[config.mk]
export PLATFORM = sky130hd
export DESIGN_NAME = hdmi_tx_top
export DESIGN_NICKNAME = d
export VERILOG_FILES = /design/src/hdmi_tx_pkg.sv /design/src/tmds_pixel_capture.sv /design/src/tmds_channel_encoder.sv /design/src/tmds_serializer.sv /design/src/hdmi_tx_top.sv
export VERILOG_INCLUDE_DIRS = /design/src
export SDC_FILE = /design/constraint.sdc
export NUM_CORES = 1
export LEC_CHECK = 0
export BUFFER_PORTS_ARGS = -buffer_cell sky130_fd_sc_hd__buf_2
export CAP_MARGIN = 15
export CORE_ASPECT_RATIO = 0.8
export CORE_MARGIN = 2
export CORE_UTILIZATION = 45
export DETAILED_ROUTE_END_ITERATION = 10
export HOLD_SLACK_MARGIN = 0.03
export PLACE_DENSITY_LB_ADDON = 0.08
export SLEW_MARGIN = 40
export SYNTH_ARGS = -nofsm -noshare
export SYNTH_HDL_FRONTEND = slang
export SYNTH_SLANG_ARGS = --single-unit
[constraint.sdc]
create_clock -name pclk -period 18.95 [get_ports pclk]
set_input_delay 0.9475 -clock pclk [delete_from_list [all_inputs] [get_ports pclk]]
set_output_delay 0.9475 -clock pclk [all_outputs]
set_load 0.01 [all_outputs]
[src/hdmi_tx_config.svh]
`ifndef HDMI_TX_CONFIG_SVH
`define HDMI_TX_CONFIG_SVH

//////////////////////////////
// lane layout

// three data lanes (lane 0 blue, lane 1 green, lane 2 red)
`define TMDS_CHANNELS 3

// bits per colour component
`define TMDS_COLOR_W 8

//////////////////////////////
// symbol timing

`define TMDS_SYMBOL_W 10   // one tmds character

// pclk is the bit clock so one pixel takes one symbol worth of cycles
`define TMDS_SLOTS 10

`define TMDS_SLOT_CNT_W 4  // enough for 0..9

`endif

[src/hdmi_tx_pkg.sv]
`default_nettype none

`include "hdmi_tx_config.svh"

package hdmi_tx_pkg;

  //////////////////////////////
  // vector types

  typedef logic [`TMDS_COLOR_W-1:0]  color_t;      // one colour component
  typedef logic [1:0]                ctrl_t;       // {c1, c0}
  typedef logic [`TMDS_SYMBOL_W-1:0] symbol_t;     // one encoded character
  typedef logic signed [3:0]         disparity_t;  // running dc bias

  //////////////////////////////
  // helpers shared by encoder and model

  // fixed characters sent during blanking
  function automatic symbol_t ctrl_symbol(input ctrl_t ctrl);
    symbol_t sym;
    case (ctrl)
      2'b00:   sym = 10'h354;
      2'b01:   sym = 10'h0ab;
      2'b10:   sym = 10'h154;
      default: sym = 10'h2ab;
    endcase
    return sym;
  endfunction

  // population count of one colour byte
  function automatic logic [3:0] ones_count(input color_t value);
    logic [3:0] count;
    count = 4'd0;
    for (int i = 0; i < `TMDS_COLOR_W; i++) begin
      count = count + {3'b000, value[i]};
    end
    return count;
  endfunction

endpackage

`default_nettype wire

[src/tmds_pixel_capture.sv]
`timescale 1ns/10ps
`default_nettype none

`include "hdmi_tx_config.svh"

module tmds_pixel_capture (
  input  logic                                     pclk,
  input  logic                                     SCKclock,
  input  hdmi_tx_pkg::color_t                      red_i,
  input  hdmi_tx_pkg::color_t                      green_i,
  input  hdmi_tx_pkg::color_t                      blue_i,
  input  logic                                     de_i,
  input  logic                                     hsync_i,
  input  logic                                     vsync_i,
  output logic                                     pixel_strobe_o,
  output logic                                     pixel_valid_o,
  output hdmi_tx_pkg::color_t [`TMDS_CHANNELS-1:0] lane_color_o,
  output hdmi_tx_pkg::ctrl_t  [`TMDS_CHANNELS-1:0] lane_ctrl_o,
  output logic                [`TMDS_CHANNELS-1:0] lane_de_o
);

  localparam logic [`TMDS_SLOT_CNT_W-1:0] LAST_SLOT = `TMDS_SLOT_CNT_W'(`TMDS_SLOTS - 1);
  localparam logic [`TMDS_SLOT_CNT_W-1:0] PRE_SLOT  = LAST_SLOT - 1'b1;

  logic [`TMDS_SLOT_CNT_W-1:0]             slot_cnt_q;
  logic                                    strobe_q;
  logic                                    valid_q;
  hdmi_tx_pkg::color_t [`TMDS_CHANNELS-1:0] color_q;
  hdmi_tx_pkg::ctrl_t                      sync_q;   // {vsync, hsync}
  logic                                    de_q;

  //////////////////////////////
  // pixel slot timing

  always_ff @(posedge pclk or posedge SCKclock) begin
    if (SCKclock) begin
      slot_cnt_q <= '0;
      strobe_q   <= 1'b0;
      valid_q    <= 1'b0;
    end else begin
      slot_cnt_q <= (slot_cnt_q == LAST_SLOT) ? '0 : slot_cnt_q + 1'b1;
      strobe_q   <= (slot_cnt_q == PRE_SLOT);  // high while the count sits at 9
      valid_q    <= strobe_q;                  // one cycle after the sample edge
    end
  end

  //////////////////////////////
  // video word sample

  always_ff @(posedge pclk) begin
    if (strobe_q) begin
      color_q[0] <= blue_i;
      color_q[1] <= green_i;
      color_q[2] <= red_i;
      sync_q     <= {vsync_i, hsync_i};
      de_q       <= de_i;
    end
  end

  // syncs ride on the blue lane only
  assign lane_ctrl_o[0] = sync_q;
  assign lane_ctrl_o[1] = 2'b00;
  assign lane_ctrl_o[2] = 2'b00;

  assign lane_color_o   = color_q;
  assign lane_de_o      = {`TMDS_CHANNELS{de_q}};
  assign pixel_strobe_o = strobe_q;
  assign pixel_valid_o  = valid_q;

endmodule

`default_nettype wire

[src/tmds_channel_encoder.sv]
`timescale 1ns/10ps
`default_nettype none

`include "hdmi_tx_config.svh"

module tmds_channel_encoder (
  input  logic                 pclk,
  input  logic                 SCKclock,
  input  hdmi_tx_pkg::color_t  color_i,
  input  hdmi_tx_pkg::ctrl_t   ctrl_i,
  input  logic                 de_i,
  input  logic                 valid_i,
  output hdmi_tx_pkg::symbol_t symbol_o,
  output logic                 symbol_valid_o
);

  logic [3:0]                color_ones;
  logic                      use_xnor;
  logic [`TMDS_COLOR_W:0]    q_m;          // 9-bit intermediate word
  hdmi_tx_pkg::disparity_t   balance;      // ones minus four of q_m[7:0]
  hdmi_tx_pkg::disparity_t   disp_q;
  hdmi_tx_pkg::disparity_t   disp_inc;
  hdmi_tx_pkg::disparity_t   disp_next;
  logic                      sign_eq;
  logic                      zero_case;
  logic                      invert;
  logic                      inc_bias;
  hdmi_tx_pkg::symbol_t      data_symbol;
  hdmi_tx_pkg::symbol_t      symbol_q;
  logic                      valid_q;

  //////////////////////////////
  // transition minimisation

  assign color_ones = hdmi_tx_pkg::ones_count(color_i);

  // xnor when the byte is ones-heavy
  assign use_xnor = (color_ones > 4'd4) || ((color_ones == 4'd4) && !color_i[0]);

  always_comb begin
    q_m[0] = color_i[0];
    for (int i = 1; i < `TMDS_COLOR_W; i++) begin
      q_m[i] = q_m[i-1] ^ color_i[i] ^ use_xnor;
    end
    q_m[`TMDS_COLOR_W] = ~use_xnor;  // records which op was used
  end

  //////////////////////////////
  // dc balance

  assign balance   = $signed(hdmi_tx_pkg::ones_count(q_m[`TMDS_COLOR_W-1:0]) - 4'd4);
  assign sign_eq   = (balance[3] == disp_q[3]);
  assign zero_case = (balance == 4'sd0) || (disp_q == 4'sd0);

  // with no bias either way the q_m[8] flag decides
  assign invert    = zero_case ? ~q_m[`TMDS_COLOR_W] : sign_eq;

  assign inc_bias  = (q_m[`TMDS_COLOR_W] ^ ~sign_eq) & ~zero_case;
  assign disp_inc  = balance - $signed({3'b000, inc_bias});
  assign disp_next = invert ? disp_q - disp_inc : disp_q + disp_inc;

  assign data_symbol = {invert, q_m[`TMDS_COLOR_W],
                        q_m[`TMDS_COLOR_W-1:0] ^ {`TMDS_COLOR_W{invert}}};

  //////////////////////////////
  // symbol register

  always_ff @(posedge pclk or posedge SCKclock) begin
    if (SCKclock) begin
      symbol_q <= '0;
      disp_q   <= '0;
      valid_q  <= 1'b0;
    end else begin
      valid_q <= valid_i;
      if (valid_i) begin
        if (de_i) begin
          symbol_q <= data_symbol;
          disp_q   <= disp_next;
        end else begin
          symbol_q <= hdmi_tx_pkg::ctrl_symbol(ctrl_i);
          disp_q   <= '0;  // blanking restarts the bias count
        end
      end
    end
  end

  assign symbol_o       = symbol_q;
  assign symbol_valid_o = valid_q;

endmodule

`default_nettype wire

[src/tmds_serializer.sv]
`timescale 1ns/10ps
`default_nettype none

`include "hdmi_tx_config.svh"

module tmds_serializer (
  input  logic                                      pclk,
  input  logic                                      SCKclock,
  input  hdmi_tx_pkg::symbol_t [`TMDS_CHANNELS-1:0] symbol_i,
  input  logic                                      load_i,
  output logic                 [`TMDS_CHANNELS-1:0] tmds_data_o,
  output logic                                      tmds_clk_o
);

  // five ones then five zeros, lsb goes out first
  localparam hdmi_tx_pkg::symbol_t CLK_PATTERN = 10'h01f;

  hdmi_tx_pkg::symbol_t [`TMDS_CHANNELS-1:0] data_sr_q;
  hdmi_tx_pkg::symbol_t                      clk_sr_q;

  //////////////////////////////
  // data lanes

  always_ff @(posedge pclk or posedge SCKclock) begin
    if (SCKclock) begin
      data_sr_q <= '0;
    end else if (load_i) begin
      data_sr_q <= symbol_i;  // all lanes share the same load phase
    end else begin
      for (int k = 0; k < `TMDS_CHANNELS; k++) begin
        data_sr_q[k] <= data_sr_q[k] >> 1;
      end
    end
  end

  always_comb begin
    for (int k = 0; k < `TMDS_CHANNELS; k++) begin
      tmds_data_o[k] = data_sr_q[k][0];
    end
  end

  //////////////////////////////
  // clock lane

  // reloaded with the data so its rising edge lines up with bit 0
  always_ff @(posedge pclk or posedge SCKclock) begin
    if (SCKclock) begin
      clk_sr_q <= '0;
    end else if (load_i) begin
      clk_sr_q <= CLK_PATTERN;
    end else begin
      clk_sr_q <= clk_sr_q >> 1;
    end
  end

  assign tmds_clk_o = clk_sr_q[0];

endmodule

`default_nettype wire

[src/hdmi_tx_top.sv]
`timescale 1ns/10ps
`default_nettype none

`include "hdmi_tx_config.svh"

module hdmi_tx_top (
  input  logic                        pclk,
  input  logic                        SCKclock,
  input  hdmi_tx_pkg::color_t         red_i,
  input  hdmi_tx_pkg::color_t         green_i,
  input  hdmi_tx_pkg::color_t         blue_i,
  input  logic                        de_i,
  input  logic                        hsync_i,
  input  logic                        vsync_i,
  output logic                        pixel_strobe_o,
  output logic [`TMDS_CHANNELS-1:0]   tmds_data_o,   // 2 red, 1 green, 0 blue
  output logic                        tmds_clk_o
);

  hdmi_tx_pkg::color_t  [`TMDS_CHANNELS-1:0] lane_color;
  hdmi_tx_pkg::ctrl_t   [`TMDS_CHANNELS-1:0] lane_ctrl;
  logic                 [`TMDS_CHANNELS-1:0] lane_de;
  logic                                      pixel_valid;
  hdmi_tx_pkg::symbol_t [`TMDS_CHANNELS-1:0] symbol;
  logic                 [`TMDS_CHANNELS-1:0] symbol_valid;

  //////////////////////////////
  // capture

  tmds_pixel_capture u_capture (
    .pclk           (pclk),
    .SCKclock       (SCKclock),
    .red_i          (red_i),
    .green_i        (green_i),
    .blue_i         (blue_i),
    .de_i           (de_i),
    .hsync_i        (hsync_i),
    .vsync_i        (vsync_i),
    .pixel_strobe_o (pixel_strobe_o),
    .pixel_valid_o  (pixel_valid),
    .lane_color_o   (lane_color),
    .lane_ctrl_o    (lane_ctrl),
    .lane_de_o      (lane_de)
  );

  //////////////////////////////
  // one encoder per lane

  for (genvar k = 0; k < `TMDS_CHANNELS; k++) begin : g_lane
    tmds_channel_encoder u_encoder (
      .pclk           (pclk),
      .SCKclock       (SCKclock),
      .color_i        (lane_color[k]),
      .ctrl_i         (lane_ctrl[k]),
      .de_i           (lane_de[k]),
      .valid_i        (pixel_valid),
      .symbol_o       (symbol[k]),
      .symbol_valid_o (symbol_valid[k])
    );
  end

  //////////////////////////////
  // serial out

  // lanes run in lockstep so lane 0 valid stands for all
  tmds_serializer u_serializer (
    .pclk        (pclk),
    .SCKclock    (SCKclock),
    .symbol_i    (symbol),
    .load_i      (symbol_valid[0]),
    .tmds_data_o (tmds_data_o),
    .tmds_clk_o  (tmds_clk_o)
  );

endmodule

`default_nettype wire

==> metrics.log, run 1 <==
INFO  metric totalWireLength = 11.1 mm
INFO  metric number_of_placement_rows = 39
INFO  metric initial_core_utilization = between 40% and 50%
INFO  metric syn_nets = between 600 and 700
INFO  metric yosys.area.top_type = dfrtp_1
INFO  metric synth_flop_cell = dfrtp_1
INFO  metric worst-path-buf-inv = 6
INFO  metric horizontal_die_dimension = 140 um
INFO  metric post_route_cells_drive_above_1_share = around 17%
INFO  metric slowest_delay = 550 ps
INFO  metric setup_tns = 0 ps
INFO  metric via_count = 3927
INFO  metric fp.dieH = between 100 and 150 um
INFO  metric critical_path.endpoint_type = flop
INFO  metric yosysSeqAreaShare = between 40% and 50%
INFO  metric route.detailed.drc = 0
INFO  metric critical_path_arrival = between 9000 and 10000 ps
INFO  metric worstPathRequired = about 19000 ps
INFO  metric grt_max_degree = 85
INFO  metric final-hold-violation-count = 0
INFO  metric peakVddDrop = 0.0613 mV
INFO  metric worst-setup-path-type = reg2reg
INFO  metric rsz0062_at_grt = no
INFO  metric final_cycle_share = 49.1%
INFO  metric n_fill_cell = 1273
INFO  metric setup_slack = 9640 ps
INFO  metric setup_viol = 0
INFO  metric timing.hold.worst.class = reg2reg
INFO  metric clock_buffers_created_by_tritoncts = 9
INFO  metric postCtsSetupRepairBufs = 0
INFO  metric internal_power = approximately 510 uW
INFO  metric die-area = about 0.016 sq mm
INFO  metric cts-htree-levels = 3
INFO  metric synth_warnings = 0
INFO  metric p_leak = about 3.4 nW
INFO  metric grt_overflow = 0
INFO  metric ys_types = roughly 50
INFO  metric post_synth_inst_count = between 500 and 600
INFO  metric initialDrtViolationCount = between 150 and 200
INFO  metric crit_path_start_kind = flop
INFO  metric post_synthesis_sequential_element_count = about 110
INFO  metric place_worst_setup_slack = about 9600 ps
INFO  metric timing_worst_slew_pin_value = roughly 750 ps
INFO  metric average_wire_per_cell_in_the_routed_design = 14.1 um
INFO  metric r2r-end = g_lane[2].u_encoder.disp_q[3]
INFO  metric routed_via_density = between 4 and 5
INFO  metric skew = 12.2 ps
INFO  metric nNetsFinal = about 700
INFO  metric ff2ff_path_depth = 35
INFO  metric timing.hold.worst.start = u_serializer.clk_sr_q[3]
INFO  metric regToRegStartpoint = u_capture.lane_color_o[16]
INFO  metric num_io_pins = 34
INFO  metric clock_slew_at_reported_path_ffs = around 80 ps
INFO  metric synth_edf_count = 27
INFO  metric cts_tree = yes
INFO  metric combPwrFrac = 32.5%
INFO  metric timing.critical_path.mode_cell = fa_1
INFO  metric worstSkewPairLatency = between 300 and 400 ps
INFO  metric critPathMaxFanout = 7
INFO  metric finalMaxSlewViolations = 0
INFO  metric register_area = between 0.002 and 0.003 sq mm
INFO  metric synth_top_cell_area_share = roughly a third
INFO  metric detail_route.first_pass.iterations = 4
INFO  metric globalRouteTotalUtil = between 10% and 20%
INFO  metric p_seq_share = 41.2%
INFO  metric synth-async-reset-ratio = 75.7%
INFO  metric multiInputGateArea = about 0.0033 sq mm
INFO  metric number_of_buffers_between_clock_root_and_the_deepest_sink = 2
INFO  metric grt_first_pass_wirelength = 19.5 mm
INFO  metric syn-mean-instance-area = between 10 and 15 sq um
INFO  metric total_switching_power = 240 uW
INFO  metric pd_cells = roughly 100 mW/mm^2
INFO  metric postRouteAntennaNets = 0
INFO  metric crit_family = adder cells
INFO  metric maxSlewHeadroom = between 50 and 60%
INFO  metric grt_pass1_vias = roughly 4000
INFO  metric run_status = completed
INFO  metric min_delay_worst_endpoint = u_serializer.clk_sr_q[2]
INFO  metric diodes = 0
INFO  metric layout-area-overhead-vs-synth = 9.98%
INFO  metric cts-hold-fix-buffers = 0
INFO  metric cts_sinks = 111
INFO  metric period_minus_slack = between 9000 and 10000 ps
INFO  metric place.detailed.hpwl = 8.20 mm
INFO  metric io_buffers = 33
INFO  metric hold_path_depth = 1
INFO  metric crit_slowest_cell = fa_1
INFO  metric ctsRootBufferMaster = clkbuf_16
INFO  metric synth.area.top_cells = dfrtp_1 (32%), edfxtp_1 (12%), fa_1 (9.1%)
INFO  metric fmaxAchievable = 0.107 GHz
INFO  metric share_clk_of_total_power = between 20% and 30%
INFO  metric number_of_antenna_violations_at_the_first_check_in_global_routing = 0
INFO  metric globalplace.congestion = 0.790
INFO  metric synth_area = about 0.0066 sq mm
INFO  metric max_cap_violations = 0
INFO  metric r2r_setup_slack = ~9600 ps
INFO  metric power.share.switching = between 30% and 40%
INFO  metric post_cts_resize_count = 0
INFO  metric placeableCoreArea = between 0.01 and 0.015 sq mm
layout make-up:
cell class | instances | area share (%)
clock inverters | 7 | 1.22
clock buffers | 9 | 3.09
flip-flops and latches | 111 | 40.0
repair buffers | 38 | 2.87
well taps | 184 | 3.16
multi-input cells | 359 | 45.3
inverters | 84 | 4.35
routing by layer:
metal  up-vias  wire length [um]  global-route usage [%]
li1       1961                 -                       -
met2        40              5110                    24.5
met3         7               264                    3.37
met1      1919              5650                    21.2
met5         -                 0                       0
met4         0               119                    4.67
placed cells by master (no fill, tap or decap), types with 5 or more instances in the layout:
cell type  instances
nand2_1            9
o22ai_1           20
xnor2_2            7
buf_2             33
and2_1             5
dfrtp_1           84
nor2_1            29
a31oi_1            5
a21oi_1           19
o22a_1             7
fa_1              30
nor2b_1            7
edfxtp_1          27
inv_1             83
mux2_2            30
xor2_1            23
or2_2              5
nor3_1             5
ha_1              40
clkbuf_16          9
o21ai_0            8
xnor2_1           50
nand3_1            5
Yosys cell counts, types with 5 or more instances:
cell type and count:
xor2_1 23, or2_2 5, inv_1 84, fa_1 30
a21oi_1 19, edfxtp_1 27, o21ai_0 8, nor2b_1 7
ha_1 40, mux2_2 30, xnor2_1 50, dfrtp_1 84
nor2_1 29, xnor2_2 7, nand3_1 5, o22a_1 7
a31oi_1 5, nand2_1 10, and2_1 5, o22ai_1 20
clkbuf_1 12, nor3_1 5
power by group through the flow:
stage	sequential, mW	combinational (mW)	clock, mW
final	0.310	0.244	0.198
after global routing	0.315	0.276	0.214
after CTS	0.310	0.246	0.206
after detailed placement	0.315	0.243	0
after global placement	0.314	0.236	0
after floorplan	0.306	0.207	0
worst max path at each step:
stage                               start                            end  cells past startpoint  slack (ps)
2_1_floorplan  u_capture.lane_color_o[16]  g_lane[2].u_encoder.disp_q[3]                     35       10330
3_3_place_gp   u_capture.lane_color_o[16]  g_lane[2].u_encoder.disp_q[3]                     35        9650
3_5_place_dp   u_capture.lane_color_o[16]  g_lane[2].u_encoder.disp_q[3]                     35        9590
4_1_cts        u_capture.lane_color_o[16]  g_lane[2].u_encoder.disp_q[3]                     35        9570
5_1_grt        u_capture.lane_color_o[16]  g_lane[2].u_encoder.disp_q[3]                     35        8950
6_report       u_capture.lane_color_o[16]  g_lane[2].u_encoder.disp_q[3]                     35        9640
sequential cells by signal (all words and copies together), names as in the netlist:
name and cells:
u_serializer.tmds_data_o 3, u_capture.pixel_strobe_o 1, u_capture.de_q 1, u_serializer.clk_sr_q 5
u_capture.lane_color_o 24, g_lane.u_encoder.symbol_o 30, g_lane.u_encoder.disp_q 12, u_capture.sync_q 2
u_serializer.data_sr_q 27, u_capture.slot_cnt_q 4, g_lane.u_encoder.symbol_valid_o 1, u_capture.pixel_valid_o 1
cells by family after synthesis:
family          after synthesis  share of synthesized area, %
fa+ha+maj                    70                          16.6
mux                          33                          5.55
simple gates                 86                          6.65
buf+inv                     106                          6.33
xor+xnor                     82                          11.9
flops                       111                          44.0
compound gates               88                          8.99
metrics by stage:
step,instance area [sq um],hold slack (ps),utilization (%),cells,total power [mW]
after floorplan,6620,352,-,576,0.513
after global placement,6950,420,48.5,776,0.550
after detailed placement,6960,414,48.5,776,0.557
after CTS,7270,441,50.7,792,0.762
after global routing,7280,449,50.8,792,0.805
final,7280,433,50.8,792,0.752
worst register-to-register path: cells and delay by family (launching register included):
| family | cells | cell delay [ps] |
|---|---|---|
| AO/OA/AOI/OAI | 5 | 1000 |
| XOR/XNOR | 6 | 1260 |
| adder cells (fa/ha/maj) | 13 | 5140 |
| buffers and inverters | 6 | 360 |
| flip-flops | 1 | 480 |
| multiplexers | 2 | 370 |
| AND/OR/NAND/NOR | 3 | 550 |
(Power assumes the default switching activity.)
==> run 2: changes to the inputs <==
- clock period: 18.95 -> 7.6 ns (I/O delays scaled with it)
==> metrics.log, run 2 (synthesized netlist as in run 1, its figures left out) <==
INFO  metric r2r_setup_slack = -710 ps
INFO  metric totalWireLength = ~13 mm
INFO  metric violated_checks = setup timing
INFO  metric design_power_total = roughly 2.0 mW
INFO  metric period_minus_slack = about 8300 ps
INFO  metric number_of_antenna_violations_at_the_first_check_in_global_routing = 0
INFO  metric grt_first_pass_wirelength = about 22 mm
INFO  metric worst-path-buf-inv = 6
INFO  metric pd_cells = 242 mW/mm^2
INFO  metric regToRegStartpoint = u_capture.lane_color_o[16]
INFO  metric timing_worst_slew_pin_value = ~700 ps
INFO  metric nNetsFinal = about 790
INFO  metric fp.dieH = ~110 um
INFO  metric slowest_delay = roughly 560 ps
INFO  metric routed_via_density = between 4 and 5
INFO  metric io_buffers = 33
INFO  metric max_cap_violations = 0
INFO  metric crit_family = adder cells
INFO  metric ctsRootBufferMaster = clkbuf_16
INFO  metric initialDrtViolationCount = between 100 and 150
INFO  metric initial_core_utilization = about 46%
INFO  metric most-common-layout-cells = buf_4 (94), dfrtp_1 (83), inv_1 (76)
INFO  metric layout-area-overhead-vs-synth = 24.0%
INFO  metric cts_tree = yes
INFO  metric horizontal_die_dimension = around 140 um
INFO  metric clock_slew_at_reported_path_ffs = 80 ps
INFO  metric average_wire_per_cell_in_the_routed_design = approximately 14 um
INFO  metric peakVddDrop = 0.211 mV
INFO  metric setup_viol = 9
INFO  metric crit_path_start_kind = flop
INFO  metric fmaxAchievable = approximately 0.12 GHz
INFO  metric grt_pass1_vias = around 4700
INFO  metric detail_route.first_pass.iterations = 4
INFO  metric number_of_placement_rows = 39
INFO  metric run_status = finished with violations
INFO  metric largest_register_ffs = 30
INFO  metric diodes = 0
INFO  metric die-area = about 0.016 sq mm
INFO  metric grt_max_degree = 85
INFO  metric worst-setup-path-type = reg2reg
INFO  metric cts_sinks = between 100 and 150
INFO  metric crit_path_start = u_capture.lane_color_o[16]
INFO  metric via_count = about 4300
INFO  metric crit_slowest_cell = fa_1
INFO  metric clock_buffers_created_by_tritoncts = 9
INFO  metric final-hold-violation-count = 0
INFO  metric cts-htree-levels = 3
INFO  metric rsz0062_at_grt = yes
INFO  metric critical_path.endpoint_type = flop
INFO  metric globalplace.congestion = 0.781
INFO  metric grt_overflow = 0
INFO  metric number_of_buffers_between_clock_root_and_the_deepest_sink = 2
INFO  metric critical_path_arrival = between 8000 and 9000 ps
INFO  metric place_worst_setup_slack = -859 ps
INFO  metric mostFrequentLayoutCell = buf_4
INFO  metric place.detailed.hpwl = between 9 and 10 mm
INFO  metric globalRouteTotalUtil = between 10% and 20%
INFO  metric worstSkewPairLatency = about 350 ps
INFO  metric skew = between 10 and 15 ps
INFO  metric maxSlewHeadroom = 52.8%
INFO  metric route.detailed.drc = 0
INFO  metric setup_slack = -710 ps
INFO  metric postRouteAntennaNets = 0
INFO  metric num_io_pins = 34
INFO  metric placeableCoreArea = approximately 0.014 sq mm
INFO  metric cts-hold-fix-buffers = 0
INFO  metric post_route_cells_drive_above_1_share = 35.1%
INFO  metric timing.critical_path.mode_cell = fa_1
INFO  metric timing.hold.worst.class = in2async
INFO  metric finalMaxSlewViolations = 0
INFO  metric p_leak = roughly 3.8 nW
INFO  metric worstPathRequired = about 7800 ps
INFO  metric critPathMaxFanout = 2
INFO  metric final_cycle_share = 109%
## run 2: area by class of cell
cell class              instances  area (sq um)
clock buffers                   9           225
clock inverters                 7          46.3
fillers                      1221          6130
inverters                      84           319
multi-input cells             359          3580
flip-flops and latches        111          2910
well taps                     184           230
repair buffers                129           896
## run 2: repair_timing
item                       in CTS  in global routing
resized for setup               6                  8
setup buffers                  17                 10
pin swaps                      12                 15
setup endpoints to repair       9                  9
## run 2: final timing paths
kind	to	depth (start not counted)
hold reg to reg	u_serializer.clk_sr_q[0]	1
setup reg to reg	g_lane[2].u_encoder.disp_q[3]	35
max in group asynchronous	g_lane[2].u_encoder.symbol_o[0]	3
hold / removal	g_lane[0].u_encoder.symbol_o[7]	3
setup / recovery	g_lane[2].u_encoder.disp_q[3]	35
min in group pclk	u_capture.lane_color_o[2]	1
## run 2: per-stage QoR
| step | setup TNS, ps | utilization, % | instances | cell area, sq um | hold slack (ps) |
|---|---|---|---|---|---|
| 2_1_floorplan | -2360 | - | 576 | 6840 | 352 |
| 3_3_place_gp | -2630 | 53.3 | 841 | 7650 | 423 |
| 3_5_place_dp | -3910 | 53.4 | 841 | 7660 | 414 |
| 4_1_cts | -3420 | 56.3 | 873 | 8080 | 183 |
| 5_1_grt | -6090 | 57.3 | 883 | 8210 | 182 |
| 6_report | -3120 | 57.3 | 883 | 8210 | 188 |
## run 2: report_power, final
| group | total (mW) | internal (mW) | switching [mW] |
|---|---|---|---|
| Sequential | 0.775 | 0.714 | 0.0612 |
| Clock | 0.439 | 0.223 | 0.216 |
| Combinational | 0.770 | 0.417 | 0.354 |
| Total | 1.98 | 1.35 | 0.631 |
## run 2: layer usage
layer  vias to the layer above  track usage, %  routed length [um]  share of wire (%)
met5                         -               0                   0                  0
met4                         0            5.80                 216                1.7
met3                        17            3.11                 401                3.2
met2                        52            27.8                5710                 46
met1                      2104            24.2                6210                 50
li1                       2139               -                   -                  -
## run 2: tightest hold or removal path: stages
cell and delay [ps]:
buf_2 100, clkinv_2 30, clkbuf_8 510
==> run 3: changes to the inputs <==
- SYNTH_HIERARCHICAL: not set -> 1
==> metrics.log, run 3 <==
INFO  metric fp.dieH = 121 um
INFO  metric final_cycle_share = 108%
INFO  metric clock_slew_at_reported_path_ffs = 80 ps
INFO  metric nNetsFinal = roughly 940
INFO  metric final-hold-violation-count = 0
INFO  metric totalWireLength = around 16 mm
INFO  metric r2r-end = g_lane[2].u_encoder/disp_q[3]
INFO  metric largest_register_ffs = 30
INFO  metric grt_first_pass_wirelength = 27.5 mm
INFO  metric p_seq_share = a little under two fifths
INFO  metric ff2ff_path_depth = 32
INFO  metric post_route_cells_drive_above_1_share = approximately 40%
INFO  metric final-instance-count-excl-fill = 1068
INFO  metric slowest_delay = between 500 and 600 ps
INFO  metric timing.critical_path.mode_cell = fa_1
INFO  metric internal_power = between 1 and 1.5 mW
INFO  metric skew = approximately 7.4 ps
INFO  metric clock_buffers_created_by_tritoncts = 9
INFO  metric grt_pass1_vias = between 5000 and 6000
INFO  metric finalMaxSlewViolations = 0
INFO  metric num_io_pins = 34
INFO  metric combPwrFrac = between 40% and 50%
INFO  metric ctsRootBufferMaster = clkbuf_16
INFO  metric mostFrequentLayoutCell = buf_4
INFO  metric timing_worst_slew_pin_value = 733 ps
INFO  metric via_count = 5547
INFO  metric hold_path_depth = 1
INFO  metric initial_core_utilization = between 40% and 50%
INFO  metric rsz0062_at_grt = yes
INFO  metric post_synth_inst_count = between 600 and 700
INFO  metric diodes = 0
INFO  metric detail_route.first_pass.iterations = 5
INFO  metric critical_path_arrival = about 8400 ps
INFO  metric worst-setup-path-type = reg2reg
INFO  metric final_core_util = roughly three fifths
INFO  metric placeableCoreArea = about 0.017 sq mm
INFO  metric post-place-cells = 1018
INFO  metric fmaxAchievable = about 0.12 GHz
INFO  metric io_buffers = 33
INFO  metric number_of_buffers_between_clock_root_and_the_deepest_sink = 2
INFO  metric grt_overflow = 0
INFO  metric number_of_antenna_violations_at_the_first_check_in_global_routing = 0
INFO  metric setup_slack = -593 ps
INFO  metric run_status = finished with violations
INFO  metric maxSlewHeadroom = approximately half
INFO  metric power.share.switching = approximately 34%
INFO  metric layout-area-overhead-vs-synth = 26.9%
INFO  metric timing.hold.worst.start = blue_i[0]
INFO  metric n_fill_cell = between 1000 and 1500
INFO  metric postRouteAntennaNets = 0
INFO  metric total_switching_power = roughly 750 uW
INFO  metric place.detailed.hpwl = about 12 mm
INFO  metric synth_warnings = 6
INFO  metric worstPathRequired = ~8000 ps
INFO  metric horizontal_die_dimension = approximately 150 um
INFO  metric crit_path_start_kind = flop
INFO  metric syn-mean-instance-area = between 10 and 15 sq um
INFO  metric cts-htree-levels = 3
INFO  metric critPathMaxFanout = 4
INFO  metric route.detailed.drc = 0
INFO  metric worstSkewPairLatency = approximately 360 ps
INFO  metric number_of_placement_rows = between 40 and 50
INFO  metric hold_ws = around 190 ps
INFO  metric p_leak = between 4 and 5 nW
INFO  metric initialDrtViolationCount = 317
INFO  metric routed_via_density = between 5 and 6
INFO  metric average_wire_per_cell_in_the_routed_design = approximately 15 um
INFO  metric globalRouteTotalUtil = 19.1%
INFO  metric r2r_setup_slack = -590 ps
INFO  metric violated_checks = setup timing
INFO  metric die-area = 0.0181 sq mm
INFO  metric crit_path_start = u_capture/lane_color_o[21]
INFO  metric crit_slowest_cell = fa_1
INFO  metric setup_viol = 7
INFO  metric period_minus_slack = 8190 ps
INFO  metric peakVddDrop = 0.121 mV
INFO  metric pd_cells = between 200 and 250 mW/mm^2
INFO  metric share_clk_of_total_power = 20.9%
INFO  metric synth_area = ~0.0077 sq mm
INFO  metric cts_tree = yes
INFO  metric most-common-layout-cells = buf_4 (132), dfrtp_1 (84), inv_1 (73)
INFO  metric timing.hold.worst.class = in2reg
INFO  metric min_delay_worst_endpoint = u_capture/lane_color_o[0]
INFO  metric critical_path.endpoint_type = flop
INFO  metric cts_sinks = about 110
INFO  metric grt_max_degree = between 50 and 60
INFO  metric regToRegStartpoint = u_capture/lane_color_o[21]
INFO  metric globalplace.congestion = approximately 0.87
INFO  metric max_cap_violations = 0
## run 3: layout make-up
cell class / count / area (sq um) / share of cell area (%)
Multi-Input combinational cell: 470 / 4710 / 48.5
Tap cell: 220 / 275 / 2.84
Inverter: 80 / 300 / 3.09
Sequential cell: 111 / 2910 / 30.0
Clock inverter: 7 / 65.1 / 0.670
Timing Repair Buffer: 171 / 1220 / 12.6
Clock buffer: 9 / 225 / 2.32
## run 3: power by group through the flow
stage	logic, mW	clock network, mW	registers [mW]
2_1_floorplan	0.607	0	0.787
3_3_place_gp	0.786	0	0.824
3_5_place_dp	0.815	0	0.831
4_1_cts	0.883	0.476	0.819
5_1_grt	1.02	0.504	0.836
6_report	0.923	0.461	0.818
## run 3: worst max-delay path by stage
stage                                    end  slack, ps  cells past startpoint
2_1_floorplan  g_lane[0].u_encoder/disp_q[3]       -570                     33
3_3_place_gp   g_lane[1].u_encoder/disp_q[3]       -580                     31
3_5_place_dp   g_lane[1].u_encoder/disp_q[3]       -720                     31
4_1_cts        g_lane[2].u_encoder/disp_q[3]       -520                     32
5_1_grt        g_lane[2].u_encoder/disp_q[3]       -910                     32
6_report       g_lane[2].u_encoder/disp_q[3]       -590                     32
## run 3: through the flow
| step | setup TNS [ps] | total power [mW] | worst slack (ps) | cell area (sq um) |
|---|---|---|---|---|
| finish | -2080 | 2.20 | -593 | 9710 |
| global route | -4180 | 2.36 | -911 | 9710 |
| CTS | -1470 | 2.18 | -521 | 9450 |
| detailed placement | -2720 | 1.65 | -719 | 8870 |
| global placement | -1510 | 1.61 | -582 | 8870 |
| floorplan | -1600 | 1.39 | -572 | 7930 |
## run 3: timing repair
item / CTS / global route
hold buffers: 1 / 0
pin swaps: 44 / 46
gates resized for setup: 33 / 35
setup buffers: 20 / 16
endpoints found under the setup margin: 8 / 9
endpoints found under the hold margin: 7 / 0
## run 3: metal layers
| layer | up-vias | global-route usage, % | routed length [um] |
|---|---|---|---|
| met1 | 2750 | 27.2 | 8000 |
| met3 | 19 | 3.28 | 413 |
| met4 | 0 | 4.48 | 178 |
| li1 | 2702 | - | - |
| met5 | - | 0 | 0 |
| met2 | 76 | 30.6 | 7750 |
## run 3: worst max-delay path: cells and delay by family (launching register included)
kind,cells,cell delay (ps)
fa+ha+maj,10,4450
compound gates,9,1380
simple gates,7,1310
flops,1,420
xor+xnor,2,320
buf+inv,4,190
